**config.mk**
```make
export PLATFORM = sky130hd
export DESIGN_NAME = id_top
export DESIGN_NICKNAME = d
export VERILOG_FILES = /design/src/common/id_pkg.sv /design/src/common/decode_if.sv /design/src/decode/inst_decoder.sv /design/src/decode/operand_stage.sv /design/src/source/id_top.sv
export SDC_FILE = /design/constraint.sdc
export NUM_CORES = 1
export LEC_CHECK = 0
export ABC_AREA = 1
export BUFFER_PORTS_ARGS = -buffer_cell sky130_fd_sc_hd__buf_4
export CELL_PAD_IN_SITES_DETAIL_PLACEMENT = 0
export CELL_PAD_IN_SITES_GLOBAL_PLACEMENT = 1
export CORE_MARGIN = 2
export CORE_UTILIZATION = 32
export DETAILED_ROUTE_END_ITERATION = 12
export GPL_ROUTABILITY_DRIVEN = 0
export PLACE_DENSITY = 0.79
export SLEW_MARGIN = 20
export SYNTH_ARGS = -nofsm -noshare
export SYNTH_HDL_FRONTEND = slang
export SYNTH_SLANG_ARGS = --single-unit
export TNS_END_PERCENT = 50
```
**constraint.sdc**
```tcl
create_clock -name clk -period 2.1 [get_ports clk]
set_clock_uncertainty 0.05 [all_clocks]
set_input_delay 0.105 -clock clk [delete_from_list [all_inputs] [get_ports clk]]
set_output_delay 0.105 -clock clk [all_outputs]
set_load 0.01 [all_outputs]
```
**src/common/id_pkg.sv**
```systemverilog
`default_nettype none

package id_pkg;

    typedef logic [31:0] inst_t;
    typedef logic [31:0] word_t;
    typedef logic [4:0]  reg_addr_t;
    typedef logic [7:0]  alu_op_t;
    typedef logic [2:0]  alu_cat_t;

    localparam word_t ZERO_WORD = 32'h0000_0000;

    // Major opcodes, instruction[31:26]
    localparam logic [5:0] OPC_SPECIAL = 6'b000000;
    localparam logic [5:0] OPC_ORI     = 6'b001101;
    localparam logic [5:0] OPC_ANDI    = 6'b001100;
    localparam logic [5:0] OPC_XORI    = 6'b001110;
    localparam logic [5:0] OPC_LUI     = 6'b001111;
    localparam logic [5:0] OPC_ADDI    = 6'b001000;
    localparam logic [5:0] OPC_ADDIU   = 6'b001001;
    localparam logic [5:0] OPC_SLTI    = 6'b001010;
    localparam logic [5:0] OPC_SLTIU   = 6'b001011;

    // Function codes of SPECIAL, instruction[5:0]
    localparam logic [5:0] FN_OR   = 6'b100101;
    localparam logic [5:0] FN_AND  = 6'b100100;
    localparam logic [5:0] FN_XOR  = 6'b100110;
    localparam logic [5:0] FN_NOR  = 6'b100111;
    localparam logic [5:0] FN_SLL  = 6'b000000;
    localparam logic [5:0] FN_SRL  = 6'b000010;
    localparam logic [5:0] FN_SRA  = 6'b000011;
    localparam logic [5:0] FN_SLLV = 6'b000100;
    localparam logic [5:0] FN_SRLV = 6'b000110;
    localparam logic [5:0] FN_SRAV = 6'b000111;
    localparam logic [5:0] FN_ADD  = 6'b100000;
    localparam logic [5:0] FN_ADDU = 6'b100001;
    localparam logic [5:0] FN_SUB  = 6'b100010;
    localparam logic [5:0] FN_SUBU = 6'b100011;
    localparam logic [5:0] FN_SLT  = 6'b101010;
    localparam logic [5:0] FN_SLTU = 6'b101011;
    localparam logic [5:0] FN_MOVN = 6'b001011;
    localparam logic [5:0] FN_MOVZ = 6'b001010;

    // Operators seen by the execute stage, immediate forms share the register ones
    localparam alu_op_t OP_NOP  = 8'b0000_0000;
    localparam alu_op_t OP_OR   = 8'b0010_0101;
    localparam alu_op_t OP_AND  = 8'b0010_0100;
    localparam alu_op_t OP_XOR  = 8'b0010_0110;
    localparam alu_op_t OP_NOR  = 8'b0010_0111;
    localparam alu_op_t OP_LUI  = 8'b0101_1100;
    localparam alu_op_t OP_SLL  = 8'b0111_1100;
    localparam alu_op_t OP_SRL  = 8'b0000_0010;
    localparam alu_op_t OP_SRA  = 8'b0000_0011;
    localparam alu_op_t OP_ADD  = 8'b0010_0000;
    localparam alu_op_t OP_ADDU = 8'b0010_0001;
    localparam alu_op_t OP_SUB  = 8'b0010_0010;
    localparam alu_op_t OP_SUBU = 8'b0010_0011;
    localparam alu_op_t OP_SLT  = 8'b0010_1010;
    localparam alu_op_t OP_SLTU = 8'b0010_1011;
    localparam alu_op_t OP_MOVN = 8'b0000_1011;
    localparam alu_op_t OP_MOVZ = 8'b0000_1010;

    // Result categories for the execute-stage result mux
    localparam alu_cat_t CAT_NOP   = 3'b000;
    localparam alu_cat_t CAT_LOGIC = 3'b001;
    localparam alu_cat_t CAT_SHIFT = 3'b010;
    localparam alu_cat_t CAT_MOVE  = 3'b011;
    localparam alu_cat_t CAT_ARITH = 3'b100;

endpackage

`default_nettype wire

```
**src/common/decode_if.sv**
```systemverilog
`default_nettype none

interface decode_if;

    logic               read_enable1;
    logic               read_enable2;
    id_pkg::reg_addr_t  read_addr1;
    id_pkg::reg_addr_t  read_addr2;
    id_pkg::alu_op_t    alu_operator;
    id_pkg::alu_cat_t   alu_category;
    logic               write_enable;
    id_pkg::reg_addr_t  write_addr;
    logic               cond_move;      // Write depends on the rt value
    logic               move_on_zero;   // Movz rather than movn
    id_pkg::word_t      imm;
    logic               invalid_inst;

    modport decoder (
        output read_enable1, read_enable2, read_addr1, read_addr2,
        output alu_operator, alu_category, write_enable, write_addr,
        output cond_move, move_on_zero, imm, invalid_inst
    );

    modport operand (
        input read_enable1, read_enable2, read_addr1, read_addr2,
        input alu_operator, alu_category, write_enable, write_addr,
        input cond_move, move_on_zero, imm, invalid_inst
    );

endinterface

`default_nettype wire

```
**src/decode/inst_decoder.sv**
```systemverilog
`default_nettype none

module inst_decoder (
    input  logic            rst_n,
    input  id_pkg::inst_t   instruction,
    decode_if.decoder       dec
);

    logic [5:0]         opcode;
    logic [5:0]         funct;
    id_pkg::reg_addr_t  rs;
    id_pkg::reg_addr_t  rt;
    id_pkg::reg_addr_t  rd;
    logic [4:0]         sa;
    logic [15:0]        imm16;

    logic               re1;
    logic               re2;
    logic               dest_rt;
    logic               valid;
    logic               fixed_shift;
    logic               cond;
    logic               on_zero;
    id_pkg::alu_op_t    op;
    id_pkg::alu_cat_t   cat;
    id_pkg::word_t      imm;

    assign opcode = instruction[31:26];
    assign rs     = instruction[25:21];
    assign rt     = instruction[20:16];
    assign rd     = instruction[15:11];
    assign sa     = instruction[10:6];
    assign funct  = instruction[5:0];
    assign imm16  = instruction[15:0];

    always_comb begin
        re1         = 1'b1;
        re2         = 1'b1;
        dest_rt     = 1'b0;
        valid       = 1'b1;
        fixed_shift = 1'b0;
        cond        = 1'b0;
        on_zero     = 1'b0;
        op          = id_pkg::OP_NOP;
        cat         = id_pkg::CAT_NOP;
        imm         = id_pkg::ZERO_WORD;
        case (opcode)
            id_pkg::OPC_SPECIAL: begin
                case (funct)
                    id_pkg::FN_OR:   begin op = id_pkg::OP_OR;   cat = id_pkg::CAT_LOGIC; end
                    id_pkg::FN_AND:  begin op = id_pkg::OP_AND;  cat = id_pkg::CAT_LOGIC; end
                    id_pkg::FN_XOR:  begin op = id_pkg::OP_XOR;  cat = id_pkg::CAT_LOGIC; end
                    id_pkg::FN_NOR:  begin op = id_pkg::OP_NOR;  cat = id_pkg::CAT_LOGIC; end
                    id_pkg::FN_SLLV: begin op = id_pkg::OP_SLL;  cat = id_pkg::CAT_SHIFT; end
                    id_pkg::FN_SRLV: begin op = id_pkg::OP_SRL;  cat = id_pkg::CAT_SHIFT; end
                    id_pkg::FN_SRAV: begin op = id_pkg::OP_SRA;  cat = id_pkg::CAT_SHIFT; end
                    id_pkg::FN_ADD:  begin op = id_pkg::OP_ADD;  cat = id_pkg::CAT_ARITH; end
                    id_pkg::FN_ADDU: begin op = id_pkg::OP_ADDU; cat = id_pkg::CAT_ARITH; end
                    id_pkg::FN_SUB:  begin op = id_pkg::OP_SUB;  cat = id_pkg::CAT_ARITH; end
                    id_pkg::FN_SUBU: begin op = id_pkg::OP_SUBU; cat = id_pkg::CAT_ARITH; end
                    id_pkg::FN_SLT:  begin op = id_pkg::OP_SLT;  cat = id_pkg::CAT_ARITH; end
                    id_pkg::FN_SLTU: begin op = id_pkg::OP_SLTU; cat = id_pkg::CAT_ARITH; end
                    id_pkg::FN_MOVN: begin
                        op   = id_pkg::OP_MOVN;
                        cat  = id_pkg::CAT_MOVE;
                        cond = 1'b1;
                    end
                    id_pkg::FN_MOVZ: begin
                        op      = id_pkg::OP_MOVZ;
                        cat     = id_pkg::CAT_MOVE;
                        cond    = 1'b1;
                        on_zero = 1'b1;
                    end
                    id_pkg::FN_SLL, id_pkg::FN_SRL, id_pkg::FN_SRA: begin
                        fixed_shift = 1'b1;
                        re1         = 1'b0;            // Operand1 takes sa instead of rs
                        cat         = id_pkg::CAT_SHIFT;
                        imm         = {27'd0, sa};
                        if (funct == id_pkg::FN_SLL) begin
                            op = id_pkg::OP_SLL;
                        end else if (funct == id_pkg::FN_SRL) begin
                            op = id_pkg::OP_SRL;
                        end else begin
                            op = id_pkg::OP_SRA;
                        end
                    end
                    default: valid = 1'b0;
                endcase
                // Fixed shifts need rs zero, every other SPECIAL form needs sa zero
                if (fixed_shift ? (rs != 5'd0) : (sa != 5'd0)) begin
                    valid = 1'b0;
                end
            end
            id_pkg::OPC_ORI, id_pkg::OPC_ANDI, id_pkg::OPC_XORI: begin
                re2     = 1'b0;
                dest_rt = 1'b1;
                cat     = id_pkg::CAT_LOGIC;
                imm     = {16'h0000, imm16};
                if (opcode == id_pkg::OPC_ORI) begin
                    op = id_pkg::OP_OR;
                end else if (opcode == id_pkg::OPC_ANDI) begin
                    op = id_pkg::OP_AND;
                end else begin
                    op = id_pkg::OP_XOR;
                end
            end
            id_pkg::OPC_LUI: begin
                re2     = 1'b0;
                dest_rt = 1'b1;
                op      = id_pkg::OP_LUI;
                cat     = id_pkg::CAT_LOGIC;
                imm     = {imm16, 16'h0000};
            end
            id_pkg::OPC_ADDI, id_pkg::OPC_ADDIU, id_pkg::OPC_SLTI, id_pkg::OPC_SLTIU: begin
                re2     = 1'b0;
                dest_rt = 1'b1;
                cat     = id_pkg::CAT_ARITH;
                imm     = {{16{imm16[15]}}, imm16};
                case (opcode)
                    id_pkg::OPC_ADDI:  op = id_pkg::OP_ADD;
                    id_pkg::OPC_ADDIU: op = id_pkg::OP_ADDU;
                    id_pkg::OPC_SLTI:  op = id_pkg::OP_SLT;
                    default:           op = id_pkg::OP_SLTU;
                endcase
            end
            default: valid = 1'b0;
        endcase
        if (!valid) begin
            re1  = 1'b0;
            re2  = 1'b0;
            cond = 1'b0;
            op   = id_pkg::OP_NOP;
            cat  = id_pkg::CAT_NOP;
        end
    end

    assign dec.read_enable1 = rst_n & re1;
    assign dec.read_enable2 = rst_n & re2;
    assign dec.read_addr1   = rs;
    assign dec.read_addr2   = rt;
    assign dec.alu_operator = op;
    assign dec.alu_category = cat;
    assign dec.write_enable = rst_n & valid;
    assign dec.write_addr   = dest_rt ? rt : rd;
    assign dec.cond_move    = cond;
    assign dec.move_on_zero = on_zero;
    assign dec.imm          = imm;
    assign dec.invalid_inst = rst_n & ~valid;

endmodule

`default_nettype wire

```
**src/decode/operand_stage.sv**
```systemverilog
`default_nettype none

module operand_stage (
    input  logic                clk,
    input  logic                rst_n,
    decode_if.operand           dec,
    input  logic                ex_write_enable,
    input  id_pkg::reg_addr_t   ex_write_addr,
    input  id_pkg::word_t       ex_write_data,
    input  logic                mem_write_enable,
    input  id_pkg::reg_addr_t   mem_write_addr,
    input  id_pkg::word_t       mem_write_data,
    input  id_pkg::word_t       read_result1,
    input  id_pkg::word_t       read_result2,
    output id_pkg::alu_op_t     alu_operator,
    output id_pkg::alu_cat_t    alu_category,
    output id_pkg::word_t       alu_operand1,
    output id_pkg::word_t       alu_operand2,
    output logic                write_enable,
    output id_pkg::reg_addr_t   write_addr,
    output logic                invalid_inst
);

    id_pkg::word_t  operand1;
    id_pkg::word_t  operand2;
    logic           move_ok;
    logic           write_next;

    // Newest result wins: execute, then memory, then register file
    function automatic id_pkg::word_t select_operand(
        input logic              read_enable,
        input id_pkg::reg_addr_t read_addr,
        input id_pkg::word_t     read_result,
        input id_pkg::word_t     imm
    );
        if (!read_enable) begin
            return imm;
        end else if (ex_write_enable && ex_write_addr == read_addr) begin
            return ex_write_data;
        end else if (mem_write_enable && mem_write_addr == read_addr) begin
            return mem_write_data;
        end
        return read_result;
    endfunction

    always_comb begin
        operand1 = select_operand(dec.read_enable1, dec.read_addr1, read_result1, dec.imm);
        operand2 = select_operand(dec.read_enable2, dec.read_addr2, read_result2, dec.imm);
    end

    // Movn writes on a non-zero rt value, movz on zero
    assign move_ok    = dec.move_on_zero ? (operand2 == id_pkg::ZERO_WORD)
                                         : (operand2 != id_pkg::ZERO_WORD);
    assign write_next = dec.write_enable & (~dec.cond_move | move_ok);

    always_ff @(posedge clk or negedge rst_n) begin
        if (!rst_n) begin
            alu_operator <= id_pkg::OP_NOP;
            alu_category <= id_pkg::CAT_NOP;
            alu_operand1 <= id_pkg::ZERO_WORD;
            alu_operand2 <= id_pkg::ZERO_WORD;
            write_enable <= 1'b0;
            write_addr   <= 5'd0;
            invalid_inst <= 1'b0;
        end else begin
            alu_operator <= dec.alu_operator;
            alu_category <= dec.alu_category;
            alu_operand1 <= operand1;
            alu_operand2 <= operand2;
            write_enable <= write_next;
            write_addr   <= dec.write_addr;
            invalid_inst <= dec.invalid_inst;
        end
    end

endmodule

`default_nettype wire

```
**src/source/id_top.sv**
```systemverilog
`default_nettype none

module id_top (
    input  logic                clk,
    input  logic                rst_n,
    input  id_pkg::inst_t       instruction,
    input  logic                ex_write_enable,
    input  id_pkg::reg_addr_t   ex_write_addr,
    input  id_pkg::word_t       ex_write_data,
    input  logic                mem_write_enable,
    input  id_pkg::reg_addr_t   mem_write_addr,
    input  id_pkg::word_t       mem_write_data,
    input  id_pkg::word_t       read_result1,
    input  id_pkg::word_t       read_result2,
    output logic                read_enable1,
    output logic                read_enable2,
    output id_pkg::reg_addr_t   read_addr1,
    output id_pkg::reg_addr_t   read_addr2,
    output id_pkg::alu_op_t     alu_operator,
    output id_pkg::alu_cat_t    alu_category,
    output id_pkg::word_t       alu_operand1,
    output id_pkg::word_t       alu_operand2,
    output logic                write_enable,
    output id_pkg::reg_addr_t   write_addr,
    output logic                invalid_inst
);

    decode_if dec_bus ();

    inst_decoder u_decoder (
        .rst_n       (rst_n),
        .instruction (instruction),
        .dec         (dec_bus.decoder)
    );

    // Register file sits outside and answers in the same cycle
    assign read_enable1 = dec_bus.read_enable1;
    assign read_enable2 = dec_bus.read_enable2;
    assign read_addr1   = dec_bus.read_addr1;
    assign read_addr2   = dec_bus.read_addr2;

    operand_stage u_operand (
        .clk              (clk),
        .rst_n            (rst_n),
        .dec              (dec_bus.operand),
        .ex_write_enable  (ex_write_enable),
        .ex_write_addr    (ex_write_addr),
        .ex_write_data    (ex_write_data),
        .mem_write_enable (mem_write_enable),
        .mem_write_addr   (mem_write_addr),
        .mem_write_data   (mem_write_data),
        .read_result1     (read_result1),
        .read_result2     (read_result2),
        .alu_operator     (alu_operator),
        .alu_category     (alu_category),
        .alu_operand1     (alu_operand1),
        .alu_operand2     (alu_operand2),
        .write_enable     (write_enable),
        .write_addr       (write_addr),
        .invalid_inst     (invalid_inst)
    );

endmodule

`default_nettype wire

```
==> metrics.md <==
| Metric | Value |
|---|---|
| Outcome | finished, final reports clean |
| Slowest cell on the critical path | sky130_fd_sc_hd__nor2_4 |
| Setup-violating endpoint count in the final report | 0 |
| First-pass GRT wire length | 39000 um |
| Xor and xnor area share after synthesis | 0.583% |
| Worst hold-check path type | in -> reg |
| Die Width | 141 um |
| Half-perimeter wire length after placement | 20500 um |
| Combined area of all synthesized cells | 6010 um^2 |
| Post-CTS clock slew at the launch and capture registers of the worst setup and hold paths | 0.06 ns |
| Effective utilization at floorplan | 32.3% |
| Worst Setup End Kind | flop |
| Required time at the endpoint of the critical path | 2.29 ns |
| CTS Root Cell | sky130_fd_sc_hd__clkbuf_16 |
| Time the final worst path needs with I/O delays and setup | 2.06 ns |
| Std-Cell Core Area | 18600 um^2 |
| Setup repair after global routing missed its margin | yes |
| DIE AREA | 19900 um^2 |
| Delay contributed by the slowest stage of the critical path | 0.19 ns |
| Power per unit of standard cell area | 423 nW/um^2 |
| P_leak | 5.94 nW |
| Clock tree from TritonCTS | yes |
| Final period utilization | 98.3% |
| Dominant synthesized flop cell | sky130_fd_sc_hd__dfrtp_1 |
| Yosys warns | 0 |
| Final Hold Vio Count | 0 |
| Fraction of layout instances using a drive strength above 1 | 39.1% |
| Largest family of logic cells by synthesized area | simple AND/OR/NAND/NOR gates |
| Number of top-level pins | 268 |
| # Max-Cap Violations | 0 |
| Routed wire per std cell | 16.5 um |
| Antenna-violating nets left | 0 |
| Pins over their slew limit | 0 |
| Synth Area in Simple Gates | 33.3% |
| Overall routing resource usage | 25.6% |
| Max Buffers Root-to-Sink | 2 |
| Via density | 4.83 |
| Worst slack on hold paths | 0.00808 ns |
| Flip-flop and latch count after synthesis | 80 |
| Met1 Resource Use GR | 30.8% |
| Share of synthesized area spent on multiplexers | 0% |
| Post-synthesis cell count | 927 |
| Cell-by-cell trace of the critical path | buf_4, nor2_4, nand3_4, nand3_4, nand2_4, nor2_4, nand4_4, nor2_4, buf_6, nand2_2, nand2_2, nand2_2, nor2_2, nand2_2, nor2_2, nand2_1, nand2_1, nand3_2, nand2_1, inv_1 |
| Startpoint types | input pin |
| Number of antenna diodes | 0 |
| Synthesis-to-finish area growth | 70.2% |
| CP endpoint | u_operand.write_enable$_DFF_PN0_ |
| CTS Buf Count | 9 |
| DRC violation total after the first TritonRoute iteration | 648 |
| Highest attainable clock frequency | 0.485 GHz |
| Critical path class | in -> reg |
| Arrival time reported for the critical path endpoint | 2.25 ns |
| Cell variety after synth | 45 |
| Sink Count | 80 |
| Global Route met3 Usage | 5.64% |
| Synth Area per Inst | 6.48 um^2 |
| Measured slew at the worst slew-check pin | 0.950 ns |
| Worst path most repeated cell | sky130_fd_sc_hd__nand2_2 |
| Leading cell types in the layout, fill and taps excluded | 410 x sky130_fd_sc_hd__buf_4, 210 x sky130_fd_sc_hd__nand2_1, 161 x sky130_fd_sc_hd__inv_1 |
| Quantity of I/O buffers inserted on ports | 266 |
| Commonest non-fill, non-tap cell in the layout | sky130_fd_sc_hd__buf_4 |
| Final worst setup slack | 0.0360 ns |
| Total number of vias | 7688 |
| Worst slew margin | 36.7% |
| Nets in the synthesized netlist | 1101 |
| Site Rows | 50 |
| Total chip power | 0.00432 W |
| Number of levels the H-tree was split into | 3 |
| Congestion Overflow GR | 0 |
| Total detailed-routing wirelength | 26300 um |
| Maximum number of pins on one net before global-route repair | 71 |
| Synthesized-area fraction occupied by ao, oa, aoi and oai cells | 16.9% |
| Proportion of synthesized chip area in sequential cells | 33.3% |
| Critical path fanouts, max | 6 |
| Global-route track usage on met2 | 44.8% |
| Global route hottest layer | met2 |
| Vertical die dimension | 141 um |
| DRC viols | 0 |
| Number of enable-type register cells in the synthesized netlist | 0 |
| # nets final | 1526 |
| Via count of the first global-routing pass | 7518 |
| Area share of fa/ha/maj cells after synthesis | 0% |
| Number of iterations in the first detailed-routing pass | 5 |
| Worst setup path startpoint | instruction[2] |
| Number of antenna violations at the first check in global routing | 0 |
| DP Worst Slack | -0.533 ns |
| Worst voltage drop across the vdd grid | 0.455 mV |
| Share of synthesized registers carrying an async set or reset | 100% |
-- stage by stage --
stage,area (um^2),instances,TNS (ns),utilization [%]
final,10200,1591,0,55.0
after global routing,10200,1591,-0.0996,55.0
after CTS,9900,1575,0,53.3
after detailed placement,9180,1514,-4.88,49.4
after global placement,9180,1514,-4.33,49.4
after floorplan,6010,927,0,-
-- critical path, delay by kind of cell --
kind / cells / cell delay, ns
buffers and inverters: 3 / 0.33
and+or+nand+nor: 17 / 1.80
-- timing repair --
action,4_1_cts,5_1_grt
resized for setup,6,60
endpoints found under the hold margin,45,0
gates cloned,0,3
endpoints found under the setup margin,1,4
pin swaps,14,42
buffers inserted,8,15
hold buffers,38,0
-- state kept, by name, indices dropped and copies added (netlist names) --
| register | flops |
|---|---|
| u_operand.alu_operand1 | 32 |
| u_operand.alu_operand2 | 32 |
| u_operand.alu_operator | 6 |
| u_operand.write_addr | 5 |
| u_operand.alu_category | 3 |
| u_operand.invalid_inst | 1 |
| u_operand.write_enable | 1 |
-- cell type report --
class | instances | area [um^2]
Multi-Input combinational cell | 618 | 3250
Clock inverter | 5 | 33.8
Clock buffer | 11 | 233
Timing Repair Buffer | 467 | 3750
Tap cell | 234 | 293
Inverter | 176 | 664
Sequential cell | 80 | 2000
Fill cell | 1849 | 8360
-- kinds of logic after synthesis --
kind of cell | Yosys count
buffers and inverters | 230
flip-flops | 80
other | 1
AO/OA/AOI/OAI | 178
XOR/XNOR | 4
AND/OR/NAND/NOR | 434
-- synthesized netlist by cell type (all sizes together) (9+ instances only) --
| cell | number | area [um^2] |
|---|---|---|
| a31oi | 33 | 206 |
| buf | 34 | 215 |
| clkbuf | 20 | 75.1 |
| dfrtp | 80 | 2000 |
| inv | 174 | 653 |
| nand2 | 235 | 905 |
| nand3 | 42 | 268 |
| nand3b | 9 | 80.1 |
| nand4 | 15 | 109 |
| nor2 | 119 | 542 |
| o21ai | 108 | 544 |
| o21bai | 15 | 113 |
| or2 | 11 | 68.8 |
-- report_power, final --
part           switching, W  total [W]  leakage [nW]  internal (W)
clock              0.000685    0.00149         0.126      0.000801
sequential        0.0000202    0.00162          1.08       0.00160
combinational      0.000593    0.00121          4.73      0.000621
-- layer usage --
layer	wire, um	share of wire (%)	up-vias
met5	0	0	-
met4	951	3.6	0
met3	2290	8.7	54
met2	12600	48	355
met1	10400	40	3530
li1	-	-	3749
-- worst min-delay path by stage --
stage,cells past startpoint,slack [ns],end,startpoint
finish,3,0.008,u_operand.write_addr[0]$_DFF_PN0_,instruction[11]
global route,3,0.02,u_operand.alu_operand1[29]$_DFF_PN0_,read_result1[29]
CTS,3,0.0006,u_operand.write_addr[0]$_DFF_PN0_,instruction[11]
detailed placement,1,-0.07,u_operand.alu_operand2[3]$_DFF_PN0_,rst_n
global placement,1,-0.07,u_operand.alu_operand2[3]$_DFF_PN0_,rst_n
floorplan,0,-0.24,u_operand.alu_category[0]$_DFF_PN0_,rst_n
No activity file was read; power rests on OpenSTA's default activity.
